### config.mk
export PLATFORM = sky130hd
export DESIGN_NAME = fill_cord_cfg
export DESIGN_NICKNAME = d
export VERILOG_FILES = /design/src/hw/fill_msg_pkg.sv /design/src/hw/noc_pkg.sv /design/src/hw/fill_cord_cfg.sv
export SDC_FILE = /design/constraint.sdc
export NUM_CORES = 1
export LEC_CHECK = 0
export ABC_AREA = 1
export BUFFER_PORTS_ARGS = -buffer_cell sky130_fd_sc_hd__buf_2
export CAP_MARGIN = 40
export CORE_ASPECT_RATIO = 1.1
export CORE_UTILIZATION = 29
export DETAILED_ROUTE_END_ITERATION = 12
export PLACE_DENSITY = 0.57
export SLEW_MARGIN = 20
export SYNTH_ARGS = -nofsm -noshare
export SYNTH_HDL_FRONTEND = slang
export SYNTH_SLANG_ARGS = --single-unit
### constraint.sdc
create_clock -name clk_i -period 1.4 [get_ports clk_i]
set_input_delay 0.21 -clock clk_i [delete_from_list [all_inputs] [get_ports clk_i]]
set_output_delay 0.21 -clock clk_i [all_outputs]
set_load 0.005 [all_outputs]
### src/hw/fill_msg_pkg.sv
////////////////////
// fill message fields as the coherence engine drives them.
// size codes 0 to 6 only. code 7 (128 bytes) has no meaning here.
////////////////////

`default_nettype none

package fill_msg_pkg;

  localparam int lce_id_width_lp      = 4;
  localparam int paddr_width_lp       = 40;
  localparam int fill_way_width_lp    = 3;
  localparam int fill_state_width_lp  = 3;
  localparam int fill_block_width_lp  = 512;   // one full cache block.

  ////////////////////
  // message types.
  ////////////////////
  typedef enum logic [1:0] {
    e_fill_st_wakeup = 2'd0,   // no data.
    e_fill_uc_done   = 2'd1,   // no data.
    e_fill_data      = 2'd2,
    e_fill_uc_data   = 2'd3
  } fill_msg_type_e;

  // data size in bytes is 2**code.
  typedef enum logic [2:0] {
    e_fill_size_1  = 3'd0,
    e_fill_size_2  = 3'd1,
    e_fill_size_4  = 3'd2,
    e_fill_size_8  = 3'd3,
    e_fill_size_16 = 3'd4,
    e_fill_size_32 = 3'd5,
    e_fill_size_64 = 3'd6
  } fill_msg_size_e;

  ////////////////////
  // header, msb first. 55 bits in all.
  ////////////////////
  typedef struct packed {
    logic [fill_state_width_lp-1:0] state;
    logic [fill_way_width_lp-1:0]   way;
    logic [lce_id_width_lp-1:0]     dst_id;
    logic [paddr_width_lp-1:0]      addr;
    fill_msg_size_e                 size;
    fill_msg_type_e                 msg_type;   // lowest bits.
  } fill_header_s;

endpackage

`default_nettype wire

### src/hw/noc_pkg.sv
////////////////////
// coherence network widths and packet layout.
// compile after fill_msg_pkg. a packet is at most 10 flits of 64 bits.
////////////////////

`default_nettype none

package noc_pkg;

  localparam int noc_flit_width_lp      = 64;
  localparam int noc_cord_width_lp      = 8;    // {y, x}.
  localparam int noc_cord_dim_width_lp  = 4;
  localparam int noc_len_width_lp       = 4;
  localparam int noc_cid_width_lp       = 2;
  localparam int wh_header_width_lp     = 128;  // two whole flits.
  localparam int max_packet_flits_lp    = 10;
  localparam int noc_packet_width_lp    = max_packet_flits_lp * noc_flit_width_lp;

  ////////////////////
  // router header, msb first.
  ////////////////////
  typedef struct packed {
    logic [noc_cid_width_lp-1:0]  cid;
    logic [noc_len_width_lp-1:0]  len;    // flits after the first.
    logic [noc_cord_width_lp-1:0] cord;
  } noc_rtr_hdr_s;

  localparam int noc_rtr_hdr_width_lp = $bits(noc_rtr_hdr_s);
  localparam int wh_pad_width_lp =
    wh_header_width_lp - noc_rtr_hdr_width_lp - $bits(fill_msg_pkg::fill_header_s);

  typedef struct packed {
    logic [wh_pad_width_lp-1:0]  pad;
    fill_msg_pkg::fill_header_s  msg_hdr;
    noc_rtr_hdr_s                rtr_hdr;
  } fill_wh_header_s;

  // one flit. the first flit of a packet is read through hdr.
  typedef union packed {
    logic [noc_flit_width_lp-1:0] raw;
    struct packed {
      logic [noc_flit_width_lp-noc_rtr_hdr_width_lp-1:0] rest;
      noc_rtr_hdr_s                                      rtr;
    } hdr;
  } noc_flit_u;

  ////////////////////
  // coordinate map config.
  ////////////////////
  localparam int cord_x_bits_width_lp = 2;
  localparam int cord_x_bits_max_lp   = 2;   // row of at most 4 cores.

  typedef struct packed {
    logic [noc_cord_dim_width_lp-1:0] x_origin;
    logic [noc_cord_dim_width_lp-1:0] y_origin;
    logic [cord_x_bits_width_lp-1:0]  x_bits;
  } fill_cord_cfg_s;

  localparam logic [1:0] cfg_addr_x_origin_lp = 2'd0;
  localparam logic [1:0] cfg_addr_y_origin_lp = 2'd1;
  localparam logic [1:0] cfg_addr_x_bits_lp   = 2'd2;

  localparam logic [noc_cord_dim_width_lp-1:0] x_origin_rst_lp = 4'd0;
  localparam logic [noc_cord_dim_width_lp-1:0] y_origin_rst_lp = 4'd1;
  localparam logic [cord_x_bits_width_lp-1:0]  x_bits_rst_lp   = 2'd1;

endpackage

`default_nettype wire

### src/hw/fill_cord_cfg.sv
////////////////////
// map registers for the lce coordinate map.
// read-back is combinational on cfg_addr_i. x_bits must stay at 2 or below.
////////////////////

`timescale 1ns/100ps
`default_nettype none

module fill_cord_cfg (
  input  logic                       clk_i,
  input  logic                       rst_i,
  input  logic                       cfg_w_v_i,
  input  logic [1:0]                 cfg_addr_i,
  input  logic [3:0]                 cfg_data_i,
  output logic [3:0]                 cfg_r_data_o,
  output noc_pkg::fill_cord_cfg_s    cord_cfg_o
);

  logic [noc_pkg::noc_cord_dim_width_lp-1:0] x_origin_r;
  logic [noc_pkg::noc_cord_dim_width_lp-1:0] y_origin_r;
  logic [noc_pkg::cord_x_bits_width_lp-1:0]  x_bits_r;

  ////////////////////
  // register writes.
  ////////////////////
  always_ff @(posedge clk_i) begin
    if (rst_i) begin
      x_origin_r <= noc_pkg::x_origin_rst_lp;
      y_origin_r <= noc_pkg::y_origin_rst_lp;
      x_bits_r   <= noc_pkg::x_bits_rst_lp;
    end else if (cfg_w_v_i) begin
      case (cfg_addr_i)
        noc_pkg::cfg_addr_x_origin_lp: x_origin_r <= cfg_data_i;
        noc_pkg::cfg_addr_y_origin_lp: y_origin_r <= cfg_data_i;
        noc_pkg::cfg_addr_x_bits_lp:   x_bits_r   <= cfg_data_i[1:0];
        default: begin
        end   // unmapped, dropped.
      endcase
    end
  end

  // read-back mux.
  always_comb begin
    case (cfg_addr_i)
      noc_pkg::cfg_addr_x_origin_lp: cfg_r_data_o = x_origin_r;
      noc_pkg::cfg_addr_y_origin_lp: cfg_r_data_o = y_origin_r;
      noc_pkg::cfg_addr_x_bits_lp:   cfg_r_data_o = {2'b00, x_bits_r};
      default:                       cfg_r_data_o = 4'd0;
    endcase
  end

  assign cord_cfg_o.x_origin = x_origin_r;
  assign cord_cfg_o.y_origin = y_origin_r;
  assign cord_cfg_o.x_bits   = x_bits_r;

  // a wider row would push core bits past the x field of the map.
  a_x_bits_range: assert property (
    @(posedge clk_i) disable iff (rst_i)
    (cfg_w_v_i && cfg_addr_i == noc_pkg::cfg_addr_x_bits_lp)
      |-> cfg_data_i <= 4'(noc_pkg::cord_x_bits_max_lp)
  );

endmodule

`default_nettype wire

==> impl_metrics.ini <==
[sta]
hold_violations = 0
fin_skew_ps = 0
worst_pin_slew_ps = 285
rsz0062_at_grt = false
finalMaxSlewViolations = 0
setup_viol = 0
tns_ps = 0
finalCritPeriodShare_pct = 81.2
worst_slack_ps = 263
min_period_ps = 1140
max_freq_mhz = 879
relSlewSlack_pct = 80.9

[routing]
vias = 545
via_per_inst = 4.62
drt-initial-drc-count = 12
wirelength_um = 1160
ant_nets = 0
first_pass_iters = 4
drc_errors = 0
wl_per_cell_um = 9.86

[floorplanning]
coreArea_um2 = 1610
start_util_pct = 31.6
die_area_um2 = 1930
rows = 15
dieHeight_um = 46.0
ios = 23
die_w_um = 42.0

[synthesis]
synth_mux_area_share_pct = 0
yosys_warnings = 0
synth_compound_area_share_pct = 7.37
ys_types = 14
yosysTopAreaCell = dfxtp_1
synthTopCellsByArea = dfxtp_1 (39%), nand2_1 (15%), nor2_1 (9.6%)
synth_seq_cells = 10
synthCells = 77
synth_simple_gate_area_share_pct = 41.5
avgSynthCellArea_um2 = 6.61
synth-seq-area-share_pct = 39.3
yosys.area_share.adder_pct = 0
syn_area_um2 = 509
synth_top_area_share_pct = 39.3
synth_top_family_by_area = simple AND/OR/NAND/NOR gates
yosys.area_share.xor_xnor_pct = 0
synth_fp_nets = 86

[clock_network]
clkTransAtPathRegs_ps = 60
cts_buffer_depth = 2
post_cts_buffers = 0
post_cts_resized = 0
numCtsBuffers = 3
tritoncts = done
cts_root_buf = clkbuf_4
htree_levels = 1
worst_skew_pair.late_latency_ps = 250
clock_sinks = 10
hold_buffers = 0

[power_and_ir_drop]
ir_worst_vdd_mv = 0.565
powerDensity_nw_per_um2 = 928
power_uw = 605
p_leak_nw = 0.361

[cells_and_area]
final_layout_size_suffix_gt1_share_pct = 29.7
syn_to_final_growth_pct = 28.0
fillers = 185
final_common_cell = buf_2
fin_area_um2 = 652
layout.nets = 112
final_cell_mix = buf_2 (22), nand2_1 (20), nor2_1 (13)
antennaDiodeCount = 0
final_cells = 118

[placement]
dp_hpwl_um = 893
place.gp.congestion = 0.804
placed_cells = 115
place_area_um2 = 629
place_ws_ps = 292
io_buffers = 22

[worst_setup_path]
cp_slowest_cell = dfxtp_1
cp_top_family = flip-flops
cpPeakStageDelay_ps = 350
path_max_fanout = 3
critPathRequiredTime_ps = 1190
cp_cell_sequence = nand3_1 > o211ai_1 > buf_2
critPathKind = reg2out
crit_arrival_ps = 930
cp-end-kind = output port
start_kind = register
critPathBufInv = 1

[global_route]
grt_max_degree = 13
grt_pass1_wl_um = 2050
gr-total-overflow = 0
track_usage_pct = 14.3
antenna_found_initial = 0
grt_pass1_vias = 486

[run]
cap_violations = 0

[outcome]
outcome = complete, no violations

[min_path]
worstHoldPathType = in2reg
## cell usage after synthesis, drive strengths merged
master and number:
clkinv 1, nor2 14, nand3 12, dfxtp 10, inv 10, o211ai 1
o21ai 2, a21oi 4, nand2 20, nand4 1, buf 2
## per-stage QoR
| step | util (%) | hold slack [ps] |
|---|---|---|
| final | 40.4 | 189 |
| after global routing | 40.4 | 200 |
| after CTS | 40.4 | 188 |
| after detailed placement | 39.0 | 461 |
| after global placement | 39.0 | 456 |
| after floorplan | - | 345 |
## worst paths after layout
| kind | from | to | slack [ps] | cells past startpoint |
|---|---|---|---|---|
| worst max register to register | x_bits_r[1] | x_bits_r[1] | 770 | 4 |
| worst max-delay path | x_bits_r[1] | cfg_r_data_o[1] | 260 | 3 |
| worst min-delay path | cfg_data_i[3] | y_origin_r[3] | 190 | 3 |
| worst min register to register | x_bits_r[0] | x_bits_r[0] | 490 | 2 |
## registers in the layout, summed over array words and instances (netlist names)
name / flops
x_bits_r: 2
y_origin_r: 4
x_origin_r: 4
## layer usage
layer / GRT usage [%] / routed length (um) / vias up
li1: - / - / 289
met1: 18.0 / 579 / 235
met2: 22.5 / 506 / 19
met3: 2.38 / 66 / 2
met4: 9.68 / 12 / 0
met5: 0 / 0 / -
## worst reg2reg max path: stages (launching register included)
cell and delay, ps:
dfxtp_1 350, inv_1 50, nand2_1 60, nand2_1 40, nor2_1 70
## power by group
group / switching [mW] / internal, mW / total, mW / leakage [nW]
Sequential: 0.00964 / 0.300 / 0.309 / 0.0819
Clock: 0.0923 / 0.0990 / 0.191 / 0.0138
Combinational: 0.0605 / 0.0439 / 0.104 / 0.265
Total: 0.162 / 0.443 / 0.605 / 0.360
## cell families after synthesis
kind of cell,count (synthesis)
flops,10
simple gates,47
compound gates,7
buf+inv,13
## cell type report
type                       count  area (um^2)  share of cell area [%]
multi-input combinational     54          249                    38.2
sequential                    10          200                    30.7
timing repair buffer          23          118                    18.0
inverter                      11         41.3                    6.33
clock buffer                   3         22.5                    3.45
tap                           17         21.3                    3.26
(Power assumes the default switching activity.)
