**config.mk**
```make
export PLATFORM = sky130hd
export DESIGN_NAME = fill_wh_serializer
export DESIGN_NICKNAME = d
export VERILOG_FILES = /design/src/hw/fill_msg_pkg.sv /design/src/hw/noc_pkg.sv /design/src/hw/fill_wh_serializer.sv
export SDC_FILE = /design/constraint.sdc
export NUM_CORES = 1
export LEC_CHECK = 0
export BUFFER_PORTS_ARGS = -buffer_cell sky130_fd_sc_hd__buf_2
export CAP_MARGIN = 20
export CORE_ASPECT_RATIO = 1.25
export CORE_MARGIN = 2
export CORE_UTILIZATION = 30
export CTS_CLUSTER_SIZE = 8
export DETAILED_ROUTE_END_ITERATION = 16
export PLACE_DENSITY = 0.52
export SLEW_MARGIN = 20
export SYNTH_ARGS = -nofsm -noshare
export SYNTH_HDL_FRONTEND = slang
export SYNTH_SLANG_ARGS = --single-unit
```
**constraint.sdc**
```tcl
create_clock -name clk_i -period 21.9 [get_ports clk_i]
set_clock_uncertainty 0.1 [all_clocks]
set_input_delay 1.095 -clock clk_i [delete_from_list [all_inputs] [get_ports clk_i]]
set_output_delay 1.095 -clock clk_i [all_outputs]
set_load 0.005 [all_outputs]
```
**src/hw/fill_msg_pkg.sv**
```systemverilog
////////////////////
// fill message fields as the coherence engine drives them.
// size codes 0 to 6 only. code 7 (128 bytes) has no meaning here.
////////////////////

`default_nettype none

package fill_msg_pkg;

  localparam int lce_id_width_lp      = 4;
  localparam int paddr_width_lp       = 40;
  localparam int fill_way_width_lp    = 3;
  localparam int fill_state_width_lp  = 3;
  localparam int fill_block_width_lp  = 512;   // one full cache block.

  ////////////////////
  // message types.
  ////////////////////
  typedef enum logic [1:0] {
    e_fill_st_wakeup = 2'd0,   // no data.
    e_fill_uc_done   = 2'd1,   // no data.
    e_fill_data      = 2'd2,
    e_fill_uc_data   = 2'd3
  } fill_msg_type_e;

  // data size in bytes is 2**code.
  typedef enum logic [2:0] {
    e_fill_size_1  = 3'd0,
    e_fill_size_2  = 3'd1,
    e_fill_size_4  = 3'd2,
    e_fill_size_8  = 3'd3,
    e_fill_size_16 = 3'd4,
    e_fill_size_32 = 3'd5,
    e_fill_size_64 = 3'd6
  } fill_msg_size_e;

  ////////////////////
  // header, msb first. 55 bits in all.
  ////////////////////
  typedef struct packed {
    logic [fill_state_width_lp-1:0] state;
    logic [fill_way_width_lp-1:0]   way;
    logic [lce_id_width_lp-1:0]     dst_id;
    logic [paddr_width_lp-1:0]      addr;
    fill_msg_size_e                 size;
    fill_msg_type_e                 msg_type;   // lowest bits.
  } fill_header_s;

endpackage

`default_nettype wire

```
**src/hw/noc_pkg.sv**
```systemverilog
////////////////////
// coherence network widths and packet layout.
// compile after fill_msg_pkg. a packet is at most 10 flits of 64 bits.
////////////////////

`default_nettype none

package noc_pkg;

  localparam int noc_flit_width_lp      = 64;
  localparam int noc_cord_width_lp      = 8;    // {y, x}.
  localparam int noc_cord_dim_width_lp  = 4;
  localparam int noc_len_width_lp       = 4;
  localparam int noc_cid_width_lp       = 2;
  localparam int wh_header_width_lp     = 128;  // two whole flits.
  localparam int max_packet_flits_lp    = 10;
  localparam int noc_packet_width_lp    = max_packet_flits_lp * noc_flit_width_lp;

  ////////////////////
  // router header, msb first.
  ////////////////////
  typedef struct packed {
    logic [noc_cid_width_lp-1:0]  cid;
    logic [noc_len_width_lp-1:0]  len;    // flits after the first.
    logic [noc_cord_width_lp-1:0] cord;
  } noc_rtr_hdr_s;

  localparam int noc_rtr_hdr_width_lp = $bits(noc_rtr_hdr_s);
  localparam int wh_pad_width_lp =
    wh_header_width_lp - noc_rtr_hdr_width_lp - $bits(fill_msg_pkg::fill_header_s);

  typedef struct packed {
    logic [wh_pad_width_lp-1:0]  pad;
    fill_msg_pkg::fill_header_s  msg_hdr;
    noc_rtr_hdr_s                rtr_hdr;
  } fill_wh_header_s;

  // one flit. the first flit of a packet is read through hdr.
  typedef union packed {
    logic [noc_flit_width_lp-1:0] raw;
    struct packed {
      logic [noc_flit_width_lp-noc_rtr_hdr_width_lp-1:0] rest;
      noc_rtr_hdr_s                                      rtr;
    } hdr;
  } noc_flit_u;

  ////////////////////
  // coordinate map config.
  ////////////////////
  localparam int cord_x_bits_width_lp = 2;
  localparam int cord_x_bits_max_lp   = 2;   // row of at most 4 cores.

  typedef struct packed {
    logic [noc_cord_dim_width_lp-1:0] x_origin;
    logic [noc_cord_dim_width_lp-1:0] y_origin;
    logic [cord_x_bits_width_lp-1:0]  x_bits;
  } fill_cord_cfg_s;

  localparam logic [1:0] cfg_addr_x_origin_lp = 2'd0;
  localparam logic [1:0] cfg_addr_y_origin_lp = 2'd1;
  localparam logic [1:0] cfg_addr_x_bits_lp   = 2'd2;

  localparam logic [noc_cord_dim_width_lp-1:0] x_origin_rst_lp = 4'd0;
  localparam logic [noc_cord_dim_width_lp-1:0] y_origin_rst_lp = 4'd1;
  localparam logic [cord_x_bits_width_lp-1:0]  x_bits_rst_lp   = 2'd1;

endpackage

`default_nettype wire

```
**src/hw/fill_wh_serializer.sv**
```systemverilog
////////////////////
// one-packet holding register, shifted out a flit per take.
// fill_v_i must stay low while busy_o is high.
// busy_o depends on link_ready_i in the last flit's cycle.
////////////////////

`timescale 1ns/100ps
`default_nettype none

module fill_wh_serializer (
  input  logic                                      clk_i,
  input  logic                                      rst_i,
  input  logic                                      fill_v_i,
  input  noc_pkg::fill_wh_header_s                  wh_header_i,
  input  logic [fill_msg_pkg::fill_block_width_lp-1:0] fill_data_i,
  output logic                                      busy_o,
  output noc_pkg::noc_flit_u                        flit_o,
  output logic                                      flit_v_o,
  input  logic                                      link_ready_i
);

  logic [noc_pkg::noc_packet_width_lp-1:0] pkt_r;
  logic [noc_pkg::noc_packet_width_lp-1:0] pkt_li;
  logic [noc_pkg::noc_len_width_lp-1:0]    cnt_r;   // flits left after the current one.
  logic                                    flit_v_r;
  noc_pkg::noc_flit_u                      head_flit_li;
  logic                                    take;
  logic                                    last_take;
  logic                                    accept;

  assign pkt_li           = {fill_data_i, wh_header_i};   // header in the low flits.
  assign head_flit_li.raw = pkt_li[noc_pkg::noc_flit_width_lp-1:0];

  ////////////////////
  // handshake.
  ////////////////////
  assign take      = flit_v_r & link_ready_i;
  assign last_take = take & (cnt_r == '0);
  assign busy_o    = flit_v_r & ~last_take;   // frees up on the final take.
  assign accept    = fill_v_i & ~busy_o;

  always_ff @(posedge clk_i) begin
    if (rst_i) begin
      flit_v_r <= 1'b0;
      cnt_r    <= '0;
    end else if (accept) begin
      flit_v_r <= 1'b1;
      cnt_r    <= head_flit_li.hdr.rtr.len;
    end else if (take) begin
      flit_v_r <= ~last_take;
      cnt_r    <= cnt_r - 4'd1;   // wraps on the last take, unused then.
    end
  end

  // payload shifter.
  always_ff @(posedge clk_i) begin
    if (accept) begin
      pkt_r <= pkt_li;
    end else if (take) begin
      pkt_r <= pkt_r >> noc_pkg::noc_flit_width_lp;
    end
  end

  assign flit_o.raw = pkt_r[noc_pkg::noc_flit_width_lp-1:0];
  assign flit_v_o   = flit_v_r;

  ////////////////////
  // protocol checks.
  ////////////////////
  // a strobe while busy would be dropped and the packet lost.
  a_no_strobe_busy: assert property (
    @(posedge clk_i) disable iff (rst_i)
    fill_v_i |-> !busy_o
  );

  // a stalled flit holds until the link takes it.
  a_flit_hold: assert property (
    @(posedge clk_i) disable iff (rst_i)
    (flit_v_o && !link_ready_i) |=> (flit_v_o && $stable(flit_o))
  );

endmodule

`default_nettype wire

```
==> summary.txt <==
Clock tree
  – Number of buffers on the longest clock path: 3
  – Root Driver: clkbuf_16
  – CTS Sinks: 645
  – Post-CTS Setup Inserts: 0
  – Hold buffer count at CTS: 0
  – Clock transition at path regs: 0.05 ns
  – CTS tree: done
  – Inserted Clock Buffers: 92
  – Cts repair resizes: 0
  – Clock Latency Late Sink: 0.63 ns
  – H-tree Lvls: 3

Placed design
  – Hpwl dp: 52700 um
  – I/O Buffers: 709
  – Final Wtd Congestion: 0.838
  – Placed instance count: 3240

Pwr
  – Flop pwr share: 0.501
  – Logic pwr share: 0.097
  – Peak supply drop: 0.0604 mV
  – Cell leakage power: 13.1 nW
  – Internal: 2.50 mW
  – Clk pwr share: 0.401
  – Sw Pwr: 0.731 mW
  – Pwr dens: 94.1 nW/um^2
  – Sw Ratio: 0.226

Floorplan
  – Chip Height: 342 um
  – Row cnt: 124
  – I/O pins: 710
  – Width of the die: 274 um
  – Initial Util: 0.301
  – Die area: 93900 sq um
  – Core Box Area: 91100 sq um

Synth
  – Area leader, netlist: edfxtp_1
  – Synthesized cell area: 27400 sq um
  – Yosys top cell area share: 0.701
  – Synth area leaders: edfxtp_1 70%, mux2_1 24%, buf_4 2.6%
  – Unique masters post-synth: 27
  – Syn Area/Cell: 18.9 sq um
  – #FFs+latches synth: 645
  – Post-Syn Instances: 1455
  – Synth warn: 0
  – Mapped Nets: 2101
  – Register area share after synthesis: 0.704

Setup path
  – Endpoint kind of the worst setup timing path: flop
  – Crit start category: flop
  – Worst reg2reg startpoint: cnt_r[0]$_SDFFE_PP0P_
  – Reg2Reg Setup Slack: 16.78 ns
  – Crit path capture: pkt_r[239]$_DFFE_PP_
  – CP Max Fanout: 73
  – RR Endpoint: pkt_r[239]$_DFFE_PP_
  – WP data arrival: 5.40 ns
  – Worst Reg-to-Reg Cells: 9
  – Critical Path RT: 22.18 ns
  – Critical Path Source: cnt_r[0]$_SDFFE_PP0P_
  – Crit Path Category: flop to flop

Final layout
  – Finished Layout Cells: 3391
  – P&R area growth vs syn: 25.2%
  – Fraction of layout cells with a size suffix above 1: 0.384
  – Final Core Density: 0.377
  – Final nets: 2784
  – Most common cell after layout, fill and taps aside: buf_2
  – Filler cells: 8610
  – Register area: 19300 sq um
  – Multi-input gate area: 7140 sq um
  – Most frequent cells in the layout: 709 x buf_2, 640 x edfxtp_1, 576 x mux2_1

STA
  – Period minus WS final: 5.12 ns
  – Count of final setup violators: 0
  – Worst-Margin Slew: 1.14 ns
  – Final period util: 0.234
  – Final Slew Violations: 0
  – RSZ-0062 raised after global routing: no
  – Post-route setup TNS: 0 ns
  – Rel. slew slack: 0.238
  – Max Freq: 195 MHz
  – Count of final hold-check violations: 0

Flow run
  – Max cap viols: 0

Routing
  – Via density: 4.38
  – Routed WL: 72500 um
  – WL per Instance: 21.4 um
  – Vias post-DR: 14900
  – # DRC: 0
  – TritonRoute pass-1 iters: 4
  – DRT iter0 DRCs: 978
  – Final ANT Viol Nets: 0

GRT
  – Vias in the first global route: 16000
  – Initial antenna violation count: 59
  – Global-route congestion overflow total: 0
  – Pin count of the biggest net entering global routing: 182
  – GRT Resource Usage Total: 0.150
  – First-pass GRT wire length: 103000 um

Min path
  – Hold WC Path Type: flop to flop

Run status
  – Status: complete, no violations
-- worst min-delay path by stage --
stage	start	end	slack [ns]	depth (start not counted)
2_1_floorplan	pkt_r[164]$_DFFE_PP_	pkt_r[100]$_DFFE_PP_	0.41	1
3_3_place_gp	pkt_r[85]$_DFFE_PP_	pkt_r[21]$_DFFE_PP_	0.41	1
3_5_place_dp	pkt_r[285]$_DFFE_PP_	pkt_r[221]$_DFFE_PP_	0.42	1
4_1_cts	pkt_r[247]$_DFFE_PP_	pkt_r[183]$_DFFE_PP_	0.40	1
5_1_grt	pkt_r[590]$_SDFFCE_PN0P_	pkt_r[526]$_DFFE_PP_	0.43	1
6_report	pkt_r[247]$_DFFE_PP_	pkt_r[183]$_DFFE_PP_	0.40	1
-- power groups by stage --
stage / clock (mW) / sequential, mW / combinational (mW)
2_1_floorplan: 0 / 1.69 / 0.220
3_3_place_gp: 0 / 1.64 / 0.307
3_5_place_dp: 0 / 1.65 / 0.316
4_1_cts: 1.33 / 1.62 / 0.320
5_1_grt: 1.38 / 1.63 / 0.351
6_report: 1.30 / 1.62 / 0.315
-- worst max-delay path: stages (launching register included) --
cell	delay [ns]
dfxtp_1	0.33
inv_1	0.09
ha_1	0.23
and4bb_1	0.26
o21ai_4	0.23
buf_4	0.78
buf_4	0.73
buf_4	0.71
buf_4	0.88
mux2_1	0.40
-- cells in the mapped netlist --
library cell	number
a211oi_1	4
a21oi_1	3
a221oi_1	1
a311o_1	1
and2_1	64
and3b_1	1
and4bb_1	1
buf_2	20
buf_4	96
buf_6	13
clkbuf_1	7
dfxtp_1	5
edfxtp_1	640
ha_1	2
inv_1	5
mux2_1	576
mux2i_1	2
nand2_1	2
nand2b_1	2
nand3_1	1
nand4bb_1	1
nor2_1	3
nor3_1	1
o21ai_1	1
o221a_2	1
xnor2_1	1
xor2_1	1
-- metal layers --
metal	GRT usage	up-vias	routed length (um)
li1	-	6919	-
met1	0.183	7233	29700
met2	0.246	524	35500
met3	0.0404	157	4920
met4	0.0670	20	2220
met5	0	-	120
-- state kept, by name, summed over array words and instances, names as in the netlist --
signal    count
flit_v_o      1
cnt_r         4
pkt_r       640
-- logic make-up after synthesis --
| kind of cell | after synthesis | share of synthesized area |
|---|---|---|
| AOI/OAI and AO/OA | 11 | 0.00292 |
| xor gates and xnor gates | 2 | 0.000639 |
| muxes | 578 | 0.237 |
| adders and majority gates | 2 | 0.000912 |
| buffers and inverters | 141 | 0.0369 |
| and+or+nand+nor | 76 | 0.0173 |
| DFF | 645 | 0.704 |
-- per-stage QoR --
step / hold slack (ns) / setup WS (ns) / cell area [sq um] / total power [mW]
after detailed placement: 0.417 / 16.21 / 31700 / 1.96
final: 0.404 / 16.78 / 34300 / 3.23
after global routing: 0.426 / 16.44 / 34300 / 3.37
after global placement: 0.411 / 16.28 / 31700 / 1.95
after CTS: 0.398 / 16.81 / 34200 / 3.28
after floorplan: 0.408 / 4.99 / 27400 / 1.91
-- area by class of cell --
type / count / share of cell area
clock inverters: 8 / 0.00441
multi-input cells: 669 / 0.208
inverters: 5 / 0.000547
diodes: 31 / 0.00226
well taps: 1197 / 0.0436
repair buffers: 725 / 0.108
flip-flops and latches: 645 / 0.563
clock buffers: 111 / 0.0704
Power figures use the tool's default switching activity.
